<file path="config.mk">
export PLATFORM = sky130hd
export DESIGN_NAME = opRequestPort
export DESIGN_NICKNAME = d
export VERILOG_FILES = /design/src/rtl/memAccessPkg.sv /design/src/rtl/opRequestPort.sv
export SDC_FILE = /design/constraint.sdc
export NUM_CORES = 1
export LEC_CHECK = 0
export ABC_AREA = 0
export BUFFER_PORTS_ARGS = -buffer_cell sky130_fd_sc_hd__buf_4
export CAP_MARGIN = 0
export CORE_UTILIZATION = 45
export DETAILED_ROUTE_END_ITERATION = 10
export PLACE_DENSITY = 0.78
export SLEW_MARGIN = 10
export SYNTH_ARGS = -nofsm -noshare
export SYNTH_HDL_FRONTEND = slang
export SYNTH_SLANG_ARGS = --single-unit
</file>
<file path="constraint.sdc">
create_clock -name clk -period 8.5 [get_ports clk]
set_clock_uncertainty 0.2 [all_clocks]
set_input_delay 0 -clock clk [delete_from_list [all_inputs] [get_ports clk]]
set_output_delay 0 -clock clk [all_outputs]
set_load 0.03 [all_outputs]
</file>
<file path="src/rtl/memAccessPkg.sv">
package memAccessPkg;

  // Operation codes, same encoding as the control unit
  typedef enum logic [2:0] {
    opNone = 3'd0,
    opPush = 3'd1,
    opPop  = 3'd2,
    opByte = 3'd3,
    opHalf = 3'd4,
    opWord = 3'd5
  } memOp_t;

  typedef logic [31:0] word_t;      // Data or address word
  typedef logic [9:0]  memAddr_t;   // Byte address into the memory
  typedef logic [39:0] laneAddrs_t; // Four lane addresses, lane 0 lowest
  typedef logic [2:0]  laneCount_t; // Lanes per job, 1 to 4

  // Stack regions, inclusive bounds
  localparam word_t UserStackStart = 32'd101;
  localparam word_t UserStackEnd   = 32'd106;
  localparam word_t PrivStackStart = 32'd107;
  localparam word_t PrivStackEnd   = 32'd112;

  // Pointer value of an empty stack
  localparam word_t SpEmpty = 32'hffff_ffff;

  localparam int MemDepth = 1024;

endpackage

</file>
<file path="src/rtl/opRequestPort.sv">
`timescale 1ns/1ps

module opRequestPort (
  input  logic                clk,
  input  logic                rst,
  input  logic                req,
  output logic                ack,
  input  memAccessPkg::memOp_t op,
  input  logic                mode,
  input  logic                write,
  input  memAccessPkg::word_t resultAddress,
  input  memAccessPkg::word_t writeData,
  output memAccessPkg::word_t readData,
  output logic                stackFault,
  output logic                start,
  output memAccessPkg::memOp_t capOp,
  output logic                capMode,
  output logic                capWrite,
  output memAccessPkg::word_t capAddress,
  output memAccessPkg::word_t capWriteData,
  input  logic                done,
  input  memAccessPkg::word_t coreReadData,
  input  logic                coreFault
);

  typedef enum logic [1:0] {idle, busy, acked} portState_t;

  portState_t state;

  always_ff @(posedge clk) begin
    if (rst) begin
      state      <= idle;
      ack        <= 1'b0;
      start      <= 1'b0;
      readData   <= '0;
      stackFault <= 1'b0;
    end else begin
      start <= 1'b0; // Single-cycle pulse
      case (state)
        idle: if (req) begin
          state <= busy;
          start <= 1'b1;
        end
        busy: if (done) begin
          // Result stays put until the next request completes
          readData   <= coreReadData;
          stackFault <= coreFault;
          ack        <= 1'b1;
          state      <= acked;
        end
        acked: if (!req) begin
          ack   <= 1'b0;
          state <= idle;
        end
        default: state <= idle;
      endcase
    end
  end

  // Request fields, held stable for the whole job
  always_ff @(posedge clk) begin
    if (state == idle && req) begin
      capOp        <= op;
      capMode      <= mode;
      capWrite     <= write;
      capAddress   <= resultAddress;
      capWriteData <= writeData;
    end
  end

endmodule
</file>
==> results.cfg <==
[run_status]
status = complete, no violations

[critical_path]
critPathLaunchType = register
worst_ep_arrival_time_ns = 1.74
required_ns = 8.28
cp_max_fo = 69
critical_path_class = reg -> reg
endpoint_kind = register

[pwr]
p_sw_frac = 0.281
power.total_mw = 1.12
power_density_nw_per_um2 = 170
seq_power_share = 0.534
pwr-share-clk = 0.267
cellLeakagePower_nw = 2.77
p_int_mw = 0.807
pwr-share-comb = 0.199
power_switching_mw = 0.315
worst_ir_drop_vdd_mv = 0.0954

[routing]
vias = 3119
routed_wl_um = 12300
wl_per_cell_um = 18.8
ant_nets = 0
drc = 0
first_iter_violations = 158
drtPass1Iterations = 4
vias_per_cell = 4.78

[timing]
fmax_mhz = 512
final-setup-viol-count = 0
rsz0062_at_grt = false
relSlewSlack = 0.331
tightest_slew_ns = 1.00
setup_tns_ns = 0
finalCriticalPeriod_ns = 1.95
hold_viol = 0
maxSlewViolCount = 0
whs_ns = 0.151
fin_crit_sh = 0.230

[global_routing]
grt.overflow.total = 0
antenna_found_initial = 1
grt_first_pass_wirelength_um = 18000
grt_use_total = 0.286
grt_pass1_vias = 3200
grt_max_degree = 71

[synth]
syn_area_um2 = 3730
synth-async-reset-ratio = 0
synth.yosys.seq_area_share = 0.754
synth_top_area_cell = edfxtp_1
yosysMostFrequentCell = edfxtp_1
syn_avg_cell_area_um2 = 16.4
synth_warnings = 0
ys_top_cells_by_area = edfxtp_1, dfxtp_1, nand2b_1
synth_cell_types = 18
synth_ff_type = edfxtp_1
syn_inst = 228
ys_top_cells_by_count = edfxtp_1, nand2b_1, dfxtp_1, mux2i_1, clkbuf_1
syn-num-nets = 334
netlist.area_leader.share = 0.555
synth_seq_cells = 106
synth_edf_count = 69

[place]
post-dp-hpwl_um = 6330
gp_congestion = 0.769
portBuffers = 209

[run]
maxCapViolations = 0

[clock_tree]
post_cts_resized = 0
tritoncts.num_buffers = 9
clock_path_buffers = 2
cts_tree = built
clk-insertion-delay-late_ns = 0.35
clock-sinks = 106
cts_root_buf = clkbuf_8
post_cts_buffers = 0
path_clk_slew_ns = 0.11
htreeDepth = 3

[final_layout]
final_nets = 650
fill_cells = 405
drive_gt1_frac = 0.417
area_growth_pct = 76.9
fin_util = 0.837

[die]
fp.dieH_um = 93.1
io_pins = 210
core-area_um2 = 7890
fp.dieW_um = 93.1
rows = 32
initial_core_util = 0.473
die-area_um2 = 8660

[hold_path]
min_path_type = in -> reg
[power by group through the flow]
stage | combinational (mW) | clock [mW] | sequential, mW
finish | 0.224 | 0.299 | 0.599
global route | 0.234 | 0.328 | 0.601
CTS | 0.218 | 0.297 | 0.595
detailed placement | 0.177 | 0 | 0.606
global placement | 0.174 | 0 | 0.605
floorplan | 0.0338 | 0 | 0.666
[registers in the layout, summed over array words and instances, names as in the netlist]
name and count:
capAddress 32, capWriteData 32, readData 32, capOp 3, state 2, ack 1, capMode 1, capWrite 1
stackFault 1, start 1
[critical path, stage by stage (launching register included)]
cell	delay (ns)
dfxtp_1	0.36
nand2b_1	0.22
nor2_4	0.11
buf_4	0.68
[cell families (layout without fill, tap and decap cells)]
| logic type | Yosys count | count (layout) | synth area share |
|---|---|---|---|
| flops | 106 | 106 | 0.754 |
| buf+inv | 12 | 333 | 0.0258 |
| simple gates | 73 | 73 | 0.123 |
| mux | 33 | 33 | 0.0885 |
| other cells | 0 | 2 | 0 |
| compound gates | 4 | 4 | 0.00838 |
[final timing paths]
path | depth (start not counted) | slack [ns] | to | start
max | 3 | 6.55 | capWriteData[3]$_DFFE_PP_ | state[0]$_SDFFE_PP0P_
min | 2 | 0.15 | capAddress[2]$_DFFE_PP_ | resultAddress[2]
max reg2reg | 3 | 6.55 | capWriteData[3]$_DFFE_PP_ | state[0]$_SDFFE_PP0P_
min reg2reg | 2 | 0.28 | readData[28]$_SDFFE_PP0P_ | readData[28]$_SDFFE_PP0P_
[routing by layer]
layer | vias to the layer above | global-route usage | wire, µm
met5 | - | 0 | 0
met4 | 0 | 0.126 | 354
met1 | 1480 | 0.337 | 4690
met3 | 30 | 0.0870 | 1090
met2 | 180 | 0.484 | 6160
li1 | 1429 | - | -
[what timing repair did]
item                       in CTS  in global routing
setup endpoints to repair       0                  0
hold buffers                  106                  0
hold endpoints to repair      106                  0
[cells in the final DEF (no fill, tap or decap), types with 2 or more instances in the layout]
cell type and count:
clkbuf_8 9, and3b_2 2, mux2i_1 33, dlygate4sd3_1 106, dfxtp_1 37, inv_6 4, buf_4 210, edfxtp_1 69
nand2b_1 68, diode_2 2
[cell type report]
type	count	area (µm²)	area share
Inverter	1	3.75	0.000569
Timing Repair Buffer	316	2640	0.400
Multi-Input combinational cell	110	831	0.126
Clock buffer	9	124	0.0188
Tap cell	102	128	0.0193
Sequential cell	106	2810	0.426
Antenna cell	2	5.00	0.000758
Clock inverter	7	57.6	0.00872
[stage by stage]
stage / std cells / worst slack (ns) / cell area [µm²]
6_report: 653 / 6.55 / 6600
5_1_grt: 652 / 6.44 / 6600
4_1_cts: 651 / 6.57 / 6590
3_5_place_dp: 529 / 6.59 / 5350
3_3_place_gp: 529 / 6.65 / 5350
2_1_floorplan: 228 / 4.42 / 3730
Note: power is estimated with default switching activity, not from simulation.
