**config.mk**
```make
export PLATFORM = sky130hd
export DESIGN_NAME = accessCore
export DESIGN_NICKNAME = d
export VERILOG_FILES = /design/src/rtl/memAccessPkg.sv /design/src/rtl/accessCore.sv /design/src/rtl/memoryAddressHandler.sv
export SDC_FILE = /design/constraint.sdc
export NUM_CORES = 1
export LEC_CHECK = 0
export BUFFER_PORTS_ARGS = -buffer_cell sky130_fd_sc_hd__buf_4
export CORE_MARGIN = 2
export CORE_UTILIZATION = 48
export DETAILED_ROUTE_END_ITERATION = 6
export GPL_ROUTABILITY_DRIVEN = 0
export PLACE_DENSITY = 0.88
export RECOVER_POWER = 50
export SYNTH_ARGS = -nofsm -noshare
export SYNTH_HDL_FRONTEND = slang
export SYNTH_SLANG_ARGS = --single-unit
```
**constraint.sdc**
```tcl
create_clock -name clk -period 4.2 [get_ports clk]
set_clock_uncertainty 0.15 [all_clocks]
set_input_delay 0.21 -clock clk [delete_from_list [all_inputs] [get_ports clk]]
set_output_delay 0.21 -clock clk [all_outputs]
set_load 0.02 [all_outputs]
```
**src/rtl/memAccessPkg.sv**
```systemverilog
package memAccessPkg;

  // Operation codes, same encoding as the control unit
  typedef enum logic [2:0] {
    opNone = 3'd0,
    opPush = 3'd1,
    opPop  = 3'd2,
    opByte = 3'd3,
    opHalf = 3'd4,
    opWord = 3'd5
  } memOp_t;

  typedef logic [31:0] word_t;      // Data or address word
  typedef logic [9:0]  memAddr_t;   // Byte address into the memory
  typedef logic [39:0] laneAddrs_t; // Four lane addresses, lane 0 lowest
  typedef logic [2:0]  laneCount_t; // Lanes per job, 1 to 4

  // Stack regions, inclusive bounds
  localparam word_t UserStackStart = 32'd101;
  localparam word_t UserStackEnd   = 32'd106;
  localparam word_t PrivStackStart = 32'd107;
  localparam word_t PrivStackEnd   = 32'd112;

  // Pointer value of an empty stack
  localparam word_t SpEmpty = 32'hffff_ffff;

  localparam int MemDepth = 1024;

endpackage

```
**src/rtl/accessCore.sv**
```systemverilog
`timescale 1ns/1ps

module accessCore (
  input  logic                     clk,
  input  logic                     rst,
  input  logic                     start,
  input  memAccessPkg::memOp_t     op,
  input  logic                     mode,
  input  logic                     write,
  input  memAccessPkg::word_t      address,
  input  memAccessPkg::word_t      writeData,
  output logic                     done,
  output memAccessPkg::word_t      readData,
  output logic                     fault,
  output logic                     memStart,
  output memAccessPkg::laneAddrs_t laneAddrs,
  output memAccessPkg::laneCount_t laneCount,
  output logic                     memWrite,
  output memAccessPkg::word_t      memWriteData,
  input  logic                     memDone,
  input  memAccessPkg::word_t      memReadData
);

  import memAccessPkg::*;

  word_t userSp;
  word_t privSp;
  word_t spSel;
  word_t spNext;
  logic  hFault;
  logic  skip;
  logic  skipDone;

  assign spSel = mode ? privSp : userSp;

  memoryAddressHandler addrHandler_i (
    .op            (op),
    .mode          (mode),
    .sp            (spSel),
    .resultAddress (address),
    .laneAddrs     (laneAddrs),
    .laneCount     (laneCount),
    .spNext        (spNext),
    .fault         (hFault)
  );

  // Faulted jobs and opNone never reach the memory
  assign skip     = hFault || (op == opNone);
  assign memStart = start && !skip;

  always_comb begin
    case (op)
      opPush:  memWrite = 1'b1;
      opPop:   memWrite = 1'b0;
      default: memWrite = write;
    endcase
  end

  assign memWriteData = writeData; // Pushed byte rides in lane 0
  assign readData     = memReadData;
  assign done         = memDone || skipDone;

  always_ff @(posedge clk) begin
    if (rst) begin
      userSp   <= SpEmpty;
      privSp   <= SpEmpty;
      skipDone <= 1'b0;
      fault    <= 1'b0;
    end else begin
      skipDone <= start && skip;
      if (start) begin
        fault <= hFault; // Sampled before the pointer moves
        if (!hFault) begin
          if (mode) privSp <= spNext;
          else      userSp <= spNext;
        end
      end
    end
  end

endmodule

```
**src/rtl/memoryAddressHandler.sv**
```systemverilog
`timescale 1ns/1ps

module memoryAddressHandler (
  input  memAccessPkg::memOp_t     op,
  input  logic                    mode,
  input  memAccessPkg::word_t     sp,
  input  memAccessPkg::word_t     resultAddress,
  output memAccessPkg::laneAddrs_t laneAddrs,
  output memAccessPkg::laneCount_t laneCount,
  output memAccessPkg::word_t     spNext,
  output logic                    fault
);

  import memAccessPkg::*;

  word_t    regionStart;
  word_t    regionEnd;
  memAddr_t baseAddr;
  memAddr_t lane0;

  // Mode 1 selects the privileged stack
  assign regionStart = mode ? PrivStackStart : UserStackStart;
  assign regionEnd   = mode ? PrivStackEnd : UserStackEnd;
  assign baseAddr    = resultAddress[9:0];

  always_comb begin
    spNext    = sp;
    lane0     = '0;
    laneAddrs = '0;
    laneCount = 3'd0;
    fault     = 1'b0;

    case (op)
      opPush: begin
        if (sp == SpEmpty) begin
          // First item lands at the top of the region
          lane0     = regionEnd[9:0];
          spNext    = regionEnd;
          laneCount = 3'd1;
        end else if (sp > regionStart && sp <= regionEnd) begin
          lane0     = memAddr_t'(sp - 32'd1);
          spNext    = sp - 32'd1;
          laneCount = 3'd1;
        end else begin
          fault = 1'b1; // Full
        end
        laneAddrs[9:0] = lane0;
      end

      opPop: begin
        if (sp >= regionStart && sp < regionEnd) begin
          lane0     = sp[9:0];
          spNext    = sp + 32'd1;
          laneCount = 3'd1;
        end else if (sp == regionEnd) begin
          // Last item, stack goes back to empty
          lane0     = regionEnd[9:0];
          spNext    = SpEmpty;
          laneCount = 3'd1;
        end else begin
          fault = 1'b1; // Empty
        end
        laneAddrs[9:0] = lane0;
      end

      opByte: begin
        laneAddrs[9:0] = baseAddr;
        laneCount      = 3'd1;
      end

      opHalf: begin
        laneAddrs[9:0]   = baseAddr;
        laneAddrs[19:10] = baseAddr - 10'd1;
        laneCount        = 3'd2;
      end

      opWord: begin
        // Lanes descend from the result address
        laneAddrs[9:0]   = baseAddr;
        laneAddrs[19:10] = baseAddr - 10'd1;
        laneAddrs[29:20] = baseAddr - 10'd2;
        laneAddrs[39:30] = baseAddr - 10'd3;
        laneCount        = 3'd4;
      end

      default: laneCount = 3'd0; // opNone touches nothing
    endcase
  end

endmodule

```
==> metrics.txt, run 1 <==
worst slew pin tran=0.876 ns; cell depth of the worst hold path=2; first-pass GRT wire length=21200 um; Layout area overhead=4.42%; number of synthesized register bits=66; CTS Buffer Depth=2; Synth cell types=68; Commonest cells post-synth=dfxtp_1, buf_4, nand2_1, nor2_1, o21ai_0; DRC errors left=0; Port Buffer Count=65; initial antenna violation count=0; Setup TNS=0 ns; CP required=3.84 ns; Post-synth EDFFs=0; uppermost layer routed=met4; layout cells sized above 1=0.158; clock sink count=66; P_leak=0.00195 uW; hold wc startpoint=rst; post-synthesis sequential area ratio=0.278; Rel. slew slack=0.415; vias per inst=6.32; setup violators final=0; YS warnings=0; RSZ-0062 raised after global routing=false; vias after detailed routing=4693; hold violation count in the final report=0; PwrDens=307 nW/um^2; flop-to-flop setup slack=0.38 ns; Post-synth ARST share=0; TritonCTS buffer count=9; largest fanout on the critical path=6; Starting Density=0.491; ANT cells=0; vias in the first global route=4207; WL met1=4920 um; total power=1520 uW; Antenna Nets Post-Route=0; worst vdd ir=0.000191 V; Worst R2R End=userSp[9]; Net Count, Synth=727; period utilization=0.917; main flop type after synthesis=dfxtp_1; row cnt=36; core area=9680 sq um; post-synthesis area per instance=7.77 sq um; Post-Synthesis Cells=612; First-pass DRT Iterations=6; Tmin final=3.85 ns; drt wl/cell=18.2 um; Crit. End Element=primary output; outcome=finished clean; number of top-level pins=216; worst-case reg-to-reg path depth=12; worst skew pair latency=0.36 ns; wirelength, routed=13500 um; clock transition at the registers of the reported paths=0.08 ns; startpoint types=flip-flop; total global routing overflow=0; max cap viols=0; final instance count without filler cells=742; dpl cells=725; area share of the leading cell type in the synthesized netlist=0.278; DR WL met3=1590 um; Final nets=719; Die Y=104 um; worst reg2reg startpoint=userSp[3]; maximum clock frequency=0.260 GHz; Worst Hold Endpoint=skipDone; leading area contributor after synthesis=dfxtp_1; most frequent cell after synthesis=dfxtp_1; DP HPWL=10400 um; met2 WL=6270 um; Synth area leaders=dfxtp_1, buf_4, o21a_1; GR Util All Layers=0.241; WP data arrival=3.49 ns; DRT iter0 DRCs=481; worst setup path class=flip-flop to primary output; CTS Root Cell=clkbuf_8; worst hold path class=input pin to flip-flop; Die Wd=104 um; die area=10700 sq um; Max Slew Vio Count=0; Clock H-tree levels=3; TritonCTS clock tree=built; Mapped Area=4750 sq um; largest net degree at the start of global routing=25
==> worst max-delay path, cell delays in order (launching register included) <==
cell and delay (ns):
dfxtp_1 0.31, nand2b_1 0.10, a21boi_4 0.30, inv_2 0.12, ha_1 0.34, nand2b_1 0.18
a211oi_1 0.29, o21ai_1 0.18, o21ai_1 0.32, o2111ai_1 0.25, nor2_1 0.27, o21ai_0 0.14
o211ai_1 0.14, buf_4 0.18
==> worst max-delay path by stage <==
stage	start	endpoint
6_report	userSp[3]	laneAddrs[4]
5_1_grt	userSp[3]	laneAddrs[4]
4_1_cts	userSp[3]	memStart
3_5_place_dp	mode	userSp[9]
3_3_place_gp	mode	userSp[9]
2_1_floorplan	mode	userSp[14]
==> flip-flops by register name, indices dropped and copies added, names as in the netlist <==
register	cells
fault	1
privSp	32
userSp	32
skipDone	1
==> final cells by class <==
cell class | instances | area, sq um
clock buffer | 9 | 124
clock inverter | 7 | 77.6
fill | 903 | 4720
inverter | 12 | 45.0
multi-input combinational | 437 | 2720
sequential | 66 | 1320
tap | 133 | 166
timing repair buffer | 78 | 505
==> layout by cell type, fill, tap and decap left out, types with 11 or more instances in the layout <==
cell and count:
nand4_1 14, dfxtp_1 66, clkbuf_1 22, inv_1 11, o21a_1 34, buf_4 55
nand2_1 61, nor3_1 21, nand3_1 28, nor4_1 16, xor2_1 11, nor2_1 49
a21oi_1 32, o21ai_0 34
==> logic make-up after synthesis <==
family / share of synthesized area
and+or+nand+nor: 0.246
adders and majority gates: 0.0263
AOI/OAI and AO/OA: 0.224
xor gates and xnor gates: 0.0387
buffers and inverters: 0.150
DFF: 0.278
muxes: 0.0366
==> per-stage QoR <==
stage	area [sq um]	utilization	setup slack, ns	hold slack [ns]
floorplan	4750	-	0.894	0.227
global placement	4830	0.499	0.359	0.270
detailed placement	4830	0.499	0.269	0.270
CTS	5050	0.521	0.188	0.0590
global route	4960	0.513	0.0869	0.0737
finish	4960	0.513	0.350	0.0721
==> timing repair <==
item,4_1_cts,5_1_grt
buffers inserted,0,0
setup endpoints to repair,0,4
hold buffers,1,0
resized for setup,0,2
hold endpoints to repair,1,0
==> layer usage <==
| metal | vias to the layer above | track usage |
|---|---|---|
| li1 | 2120 | - |
| met1 | 2160 | 0.270 |
| met2 | 345 | 0.395 |
| met3 | 68 | 0.0843 |
| met4 | 0 | 0.142 |
| met5 | - | 0 |
==> power breakdown <==
group | internal, uW | switching [uW] | total, uW
registers | 645 | 18.7 | 664
logic | 118 | 202 | 320
clock network | 277 | 262 | 540
(Power assumes the default switching activity.)
==> inputs of run 2 (changes only) <==
RECOVER_POWER = not set   (was 50)
==> run 2 against run 1 <==
Effect of this change:
- clock power hardly changed
- critical path depth stayed put
- count of clock-buffer cells in the layout unchanged
- critical path type unchanged
- routed wire length hardly changed
- non-clock buffer count did not move
==> metrics.txt, run 2 (synthesized netlist as in run 1, its figures left out) <==
outcome=finished clean; Setup TNS=0 ns (unchanged); Port Buffer Count=65 (unchanged); Tmin final=3.87 ns (+0.0159 ns); Layout area overhead=6.16%; maximum clock frequency=0.259 GHz (-0.41%); wirelength, routed=13500 um (about the same); number of top-level pins=216 (unchanged); CP Buf/Inv Count=2 (unchanged); worst skew pair latency=0.35 ns (about the same); Clock H-tree levels=3 (unchanged); CP required=3.84 ns (about the same); DP HPWL=10400 um (unchanged); clock transition at the registers of the reported paths=0.08 ns (about the same); worst hold path class=input pin to flip-flop; core area=9680 sq um (unchanged); CTS Buffer Depth=2 (unchanged); DRT iter0 DRCs=454 (-5.6%); TritonCTS clock tree=built; largest stage delay on the critical path=0.34 ns (about the same); CP top delay family=compound AO/OA/AOI/OAI gates; worst slew pin tran=0.854 ns (-0.0216 ns); crit path max-delay cell type=ha_1; vias in the first global route=4207 (unchanged); max cap viols=0 (unchanged); Final nets=719 (unchanged); layout cells sized above 1=0.194 (+0.0361); Final Cell Area=5050 sq um (+1.7%); CTS Root Cell=clkbuf_8; hold violation count in the final report=0 (unchanged); critical path cell sequence=nand2b_1 > a21boi_4 > inv_2 > ha_1 > nand2b_1 > a211oi_1 > o21ai_1 > o21ai_1 > o2111ai_1 > nor2_1 > o21ai_0 > o211ai_1 > buf_4; commonest non-fill, non-tap cell in the layout=buf_4; most frequent cells in the layout=buf_4, dfxtp_1, nand2_1; Top Registers=privSp x32, userSp x32; worst setup path class=flip-flop to primary output; setup violators final=0 (unchanged); Cell Area, Placed=4830 sq um (unchanged); PwrDens=304 nW/um^2 (-1.1%); flop-to-flop setup slack=0.39 ns (about the same); Die Y=104 um (unchanged); Rel. slew slack=0.425 (+0.00982); worst vdd ir=0.000189 V (-1.1%); First-pass DRT Iterations=5 (-1); vias per inst=6.30 (-0.43%); DRC errors left=0 (unchanged); post-CTS setup buffers=0 (unchanged); vias after detailed routing=4673 (-0.43%); ANT cells=0 (unchanged); GR Util All Layers=0.241 (unchanged); total global routing overflow=0 (unchanged); startpoint types=flip-flop; TritonCTS buffer count=9 (unchanged); RSZ-0062 raised after global routing=false; WP data arrival=3.51 ns (+0.02 ns); Starting Density=0.491 (unchanged); die area=10700 sq um (unchanged); Antenna Nets Post-Route=0 (unchanged); first-pass GRT wire length=21200 um (unchanged); Crit. End Element=primary output; drt wl/cell=18.2 um (about the same); largest net degree at the start of global routing=25 (unchanged); Die Wd=104 um (unchanged); row cnt=36 (unchanged); P_leak=0.00204 uW (+4.7%); period utilization=0.920 (+0.00379); final core occ=0.521 (+0.00853); clock sink count=66 (unchanged); Max Slew Vio Count=0 (unchanged); largest fanout on the critical path=6 (unchanged); initial antenna violation count=0 (unchanged)
[run 2: changes by cell type in the layout (fill, tap and decap cells not counted)]
| cell | change |
|---|---|
| and2_0 | -1 |
| and2_1 | +1 |
| buf_4 | +22 |
| clkbuf_1 | -22 |
[run 2: path summary, 6_finish.rpt]
check,start,endpoint,cells after the start
setup / recovery,userSp[3],laneAddrs[4],13
setup reg to reg,userSp[3],userSp[9],12
hold / removal,rst,skipDone,2
hold reg to reg,privSp[6],privSp[6],2
[run 2: layout make-up]
cell class              count  area (sq um)
clock inverters             7          77.6
well taps                 133           166
fillers                   876          4640
multi-input cells         437          2720
repair buffers             78           588
clock buffers               9           124
flip-flops and latches     66          1320
inverters                  12          45.0
[run 2: what timing repair did]
action | CTS | global route
hold endpoints to repair | 1 | 0
gates resized for setup | 0 | 2
hold buffers | 1 | 0
endpoints found under the setup margin | 0 | 4
[run 2: layer usage]
| metal | vias up | track usage | part of all wire |
|---|---|---|---|
| li1 | 2122 | - | - |
| met1 | 2150 | 0.270 | 0.37 |
| met2 | 331 | 0.395 | 0.47 |
| met3 | 70 | 0.0843 | 0.11 |
| met4 | 0 | 0.142 | 0.049 |
| met5 | - | 0 | 0 |
[run 2: power by group]
group | switching (uW) | leakage, uW | internal (uW) | total, uW
registers | 18.9 | 0.000538 | 645 | 664
clock network | 263 | 0.0000998 | 278 | 541
logic | 202 | 0.00140 | 125 | 327
[run 2: metrics by stage]
stage,setup WS (ns),power [uW],instances,hold WS [ns]
2_1_floorplan,0.894,983,612,0.227
3_3_place_gp,0.359,984,725,0.270
3_5_place_dp,0.269,995,725,0.270
4_1_cts,0.188,1530,742,0.0590
5_1_grt,0.0869,1590,742,0.0737
6_report,0.334,1530,742,0.0801
==> inputs of run 3 (changes only) <==
PLACE_DENSITY = 0.83   (was 0.88)
==> run 3 against run 2 <==
Effect of this change:
- via count is 1.4% lower
- total power up 4.2%
- cell count up 1.1%
- clock power up 12%
- global-route usage is 0.77 points lower
- sequential power about the same
==> metrics.txt, run 3 (synthesized netlist as in run 1, its figures left out) <==
outcome=finished clean; initial antenna violation count=0 (unchanged); First-pass DRT Iterations=5 (unchanged); ANT cells=0 (unchanged); Setup TNS=0 ns (unchanged); max cap viols=0 (unchanged); row cnt=36 (unchanged); Worst Setup Slack, final=0.292 ns (-0.0421 ns); core area=9680 sq um (unchanged); die area=10700 sq um (unchanged); drt wl/cell=17.2 um (-5.1%); PwrDens=311 nW/um^2 (+2.5%); Max Slew Vio Count=0 (unchanged); Antenna Nets Post-Route=0 (unchanged); Crit. End Element=primary output; setup violators final=0 (unchanged); WP data arrival=3.55 ns (+0.04 ns); wirelength, routed=12900 um (-4.1%); layout cells sized above 1=0.204 (+0.0105); worst hold path class=input pin to flip-flop; Starting Density=0.491 (unchanged); worst skew pair latency=0.36 ns (about the same); TritonCTS buffer count=9 (unchanged); Die Wd=104 um (unchanged); Layout area overhead=7.92%; CP required=3.84 ns (about the same); largest fanout on the critical path=6 (unchanged); Port Buffer Count=65 (unchanged); hold violation count in the final report=0 (unchanged); P_leak=0.00208 uW (+2.2%); DP HPWL=9560 um (-7.7%); GR Util All Layers=0.233 (-0.00769); largest net degree at the start of global routing=25 (unchanged); vias in the first global route=4391 (+4.4%); Die Y=104 um (unchanged); most frequent cells in the layout=buf_4, dfxtp_1, nand2_1; clock sink count=66 (unchanged); RSZ-0062 raised after global routing=false; Clock H-tree levels=3 (unchanged); vias per inst=6.14 (-2.5%); pre-CTS setup slack=0.386 ns (+0.117 ns); worst setup path class=flip-flop to primary output; commonest non-fill, non-tap cell in the layout=buf_4; Final nets=727 (+1.1%); period utilization=0.930 (+0.0100); maximum clock frequency=0.256 GHz (-1.1%); CTS Root Cell=clkbuf_8; worst vdd ir=0.000275 V (+45%); clock transition at the registers of the reported paths=0.08 ns (about the same); startpoint types=flip-flop; number of top-level pins=216 (unchanged); hold_ws=0.0829 ns (+0.00275 ns); Top Registers=privSp x32, userSp x32; worst slew pin tran=0.734 ns (-0.120 ns); CTS Buffer Depth=2 (unchanged); total power=1600 uW (+4.2%); first-pass GRT wire length=20800 um (-1.8%); final core occ=0.530 (+0.00866); TritonCTS clock tree=built; vias after detailed routing=4606 (-1.4%); DRC errors left=0 (unchanged); Tmin final=3.91 ns (+0.0421 ns); DRT iter0 DRCs=447 (-1.5%); Rel. slew slack=0.506 (+0.0806); total global routing overflow=0 (unchanged)
run 3: cell count changes in the layout (fill, tap and decap cells not counted), sizes merged:
cell / change
bufinv: +1
clkinv: -2
clkinvlp: +1
buf: +8
run 3: path summary, 6_finish.rpt:
path | depth (start not counted) | slack [ns] | from | end
setup reg to reg | 11 | 0.53 | userSp[3] | privSp[18]
setup / recovery | 14 | 0.29 | userSp[3] | laneAddrs[1]
hold reg to reg | 2 | 0.33 | privSp[6] | privSp[6]
hold / removal | 2 | 0.08 | rst | skipDone
run 3: final cells by class:
class | instances | area, sq um
Tap cell | 133 | 166
Sequential cell | 66 | 1320
Timing Repair Buffer | 86 | 648
Clock buffer | 9 | 124
Fill cell | 900 | 4550
Multi-Input combinational cell | 437 | 2720
Clock inverter | 7 | 101
Inverter | 12 | 45.0
run 3: metal layers:
metal | wire, um | vias to the layer above | GRT usage
met5 | 0 | - | 0
met4 | 465 | 0 | 0.126
met3 | 1410 | 48 | 0.0749
met2 | 5930 | 304 | 0.370
met1 | 5130 | 2124 | 0.280
li1 | - | 2130 | -
run 3: where the power goes:
group / switching [uW] / internal (uW) / total, uW
sequential: 19.4 / 645 / 664
clock: 267 / 338 / 604
combinational: 201 / 127 / 328
total: 487 / 1110 / 1600
run 3: repair_timing:
action                                  CTS  global route
setup buffers                             0             0
resized for setup                         0             0
hold buffers                              1             0
endpoints found under the hold margin     2             0
endpoints found under the setup margin    0             0
run 3: metrics by stage:
step                area [sq um]  std cells
floorplan                   4750        612
global placement            4890        733
detailed placement          4890        733
CTS                         5130        750
global route                5130        750
finish                      5130        750
run 3: worst max-delay path, cell delays in order (launching register included):
cell	delay (ns)
dfxtp_1	0.32
nand2b_1	0.12
a21boi_4	0.30
inv_2	0.12
ha_1	0.35
nand2b_1	0.18
a211oi_1	0.32
o21ai_0	0.25
o21ai_0	0.30
o2111ai_1	0.21
buf_4	0.22
a21oi_1	0.16
a22oi_1	0.12
nand2_1	0.09
buf_4	0.14
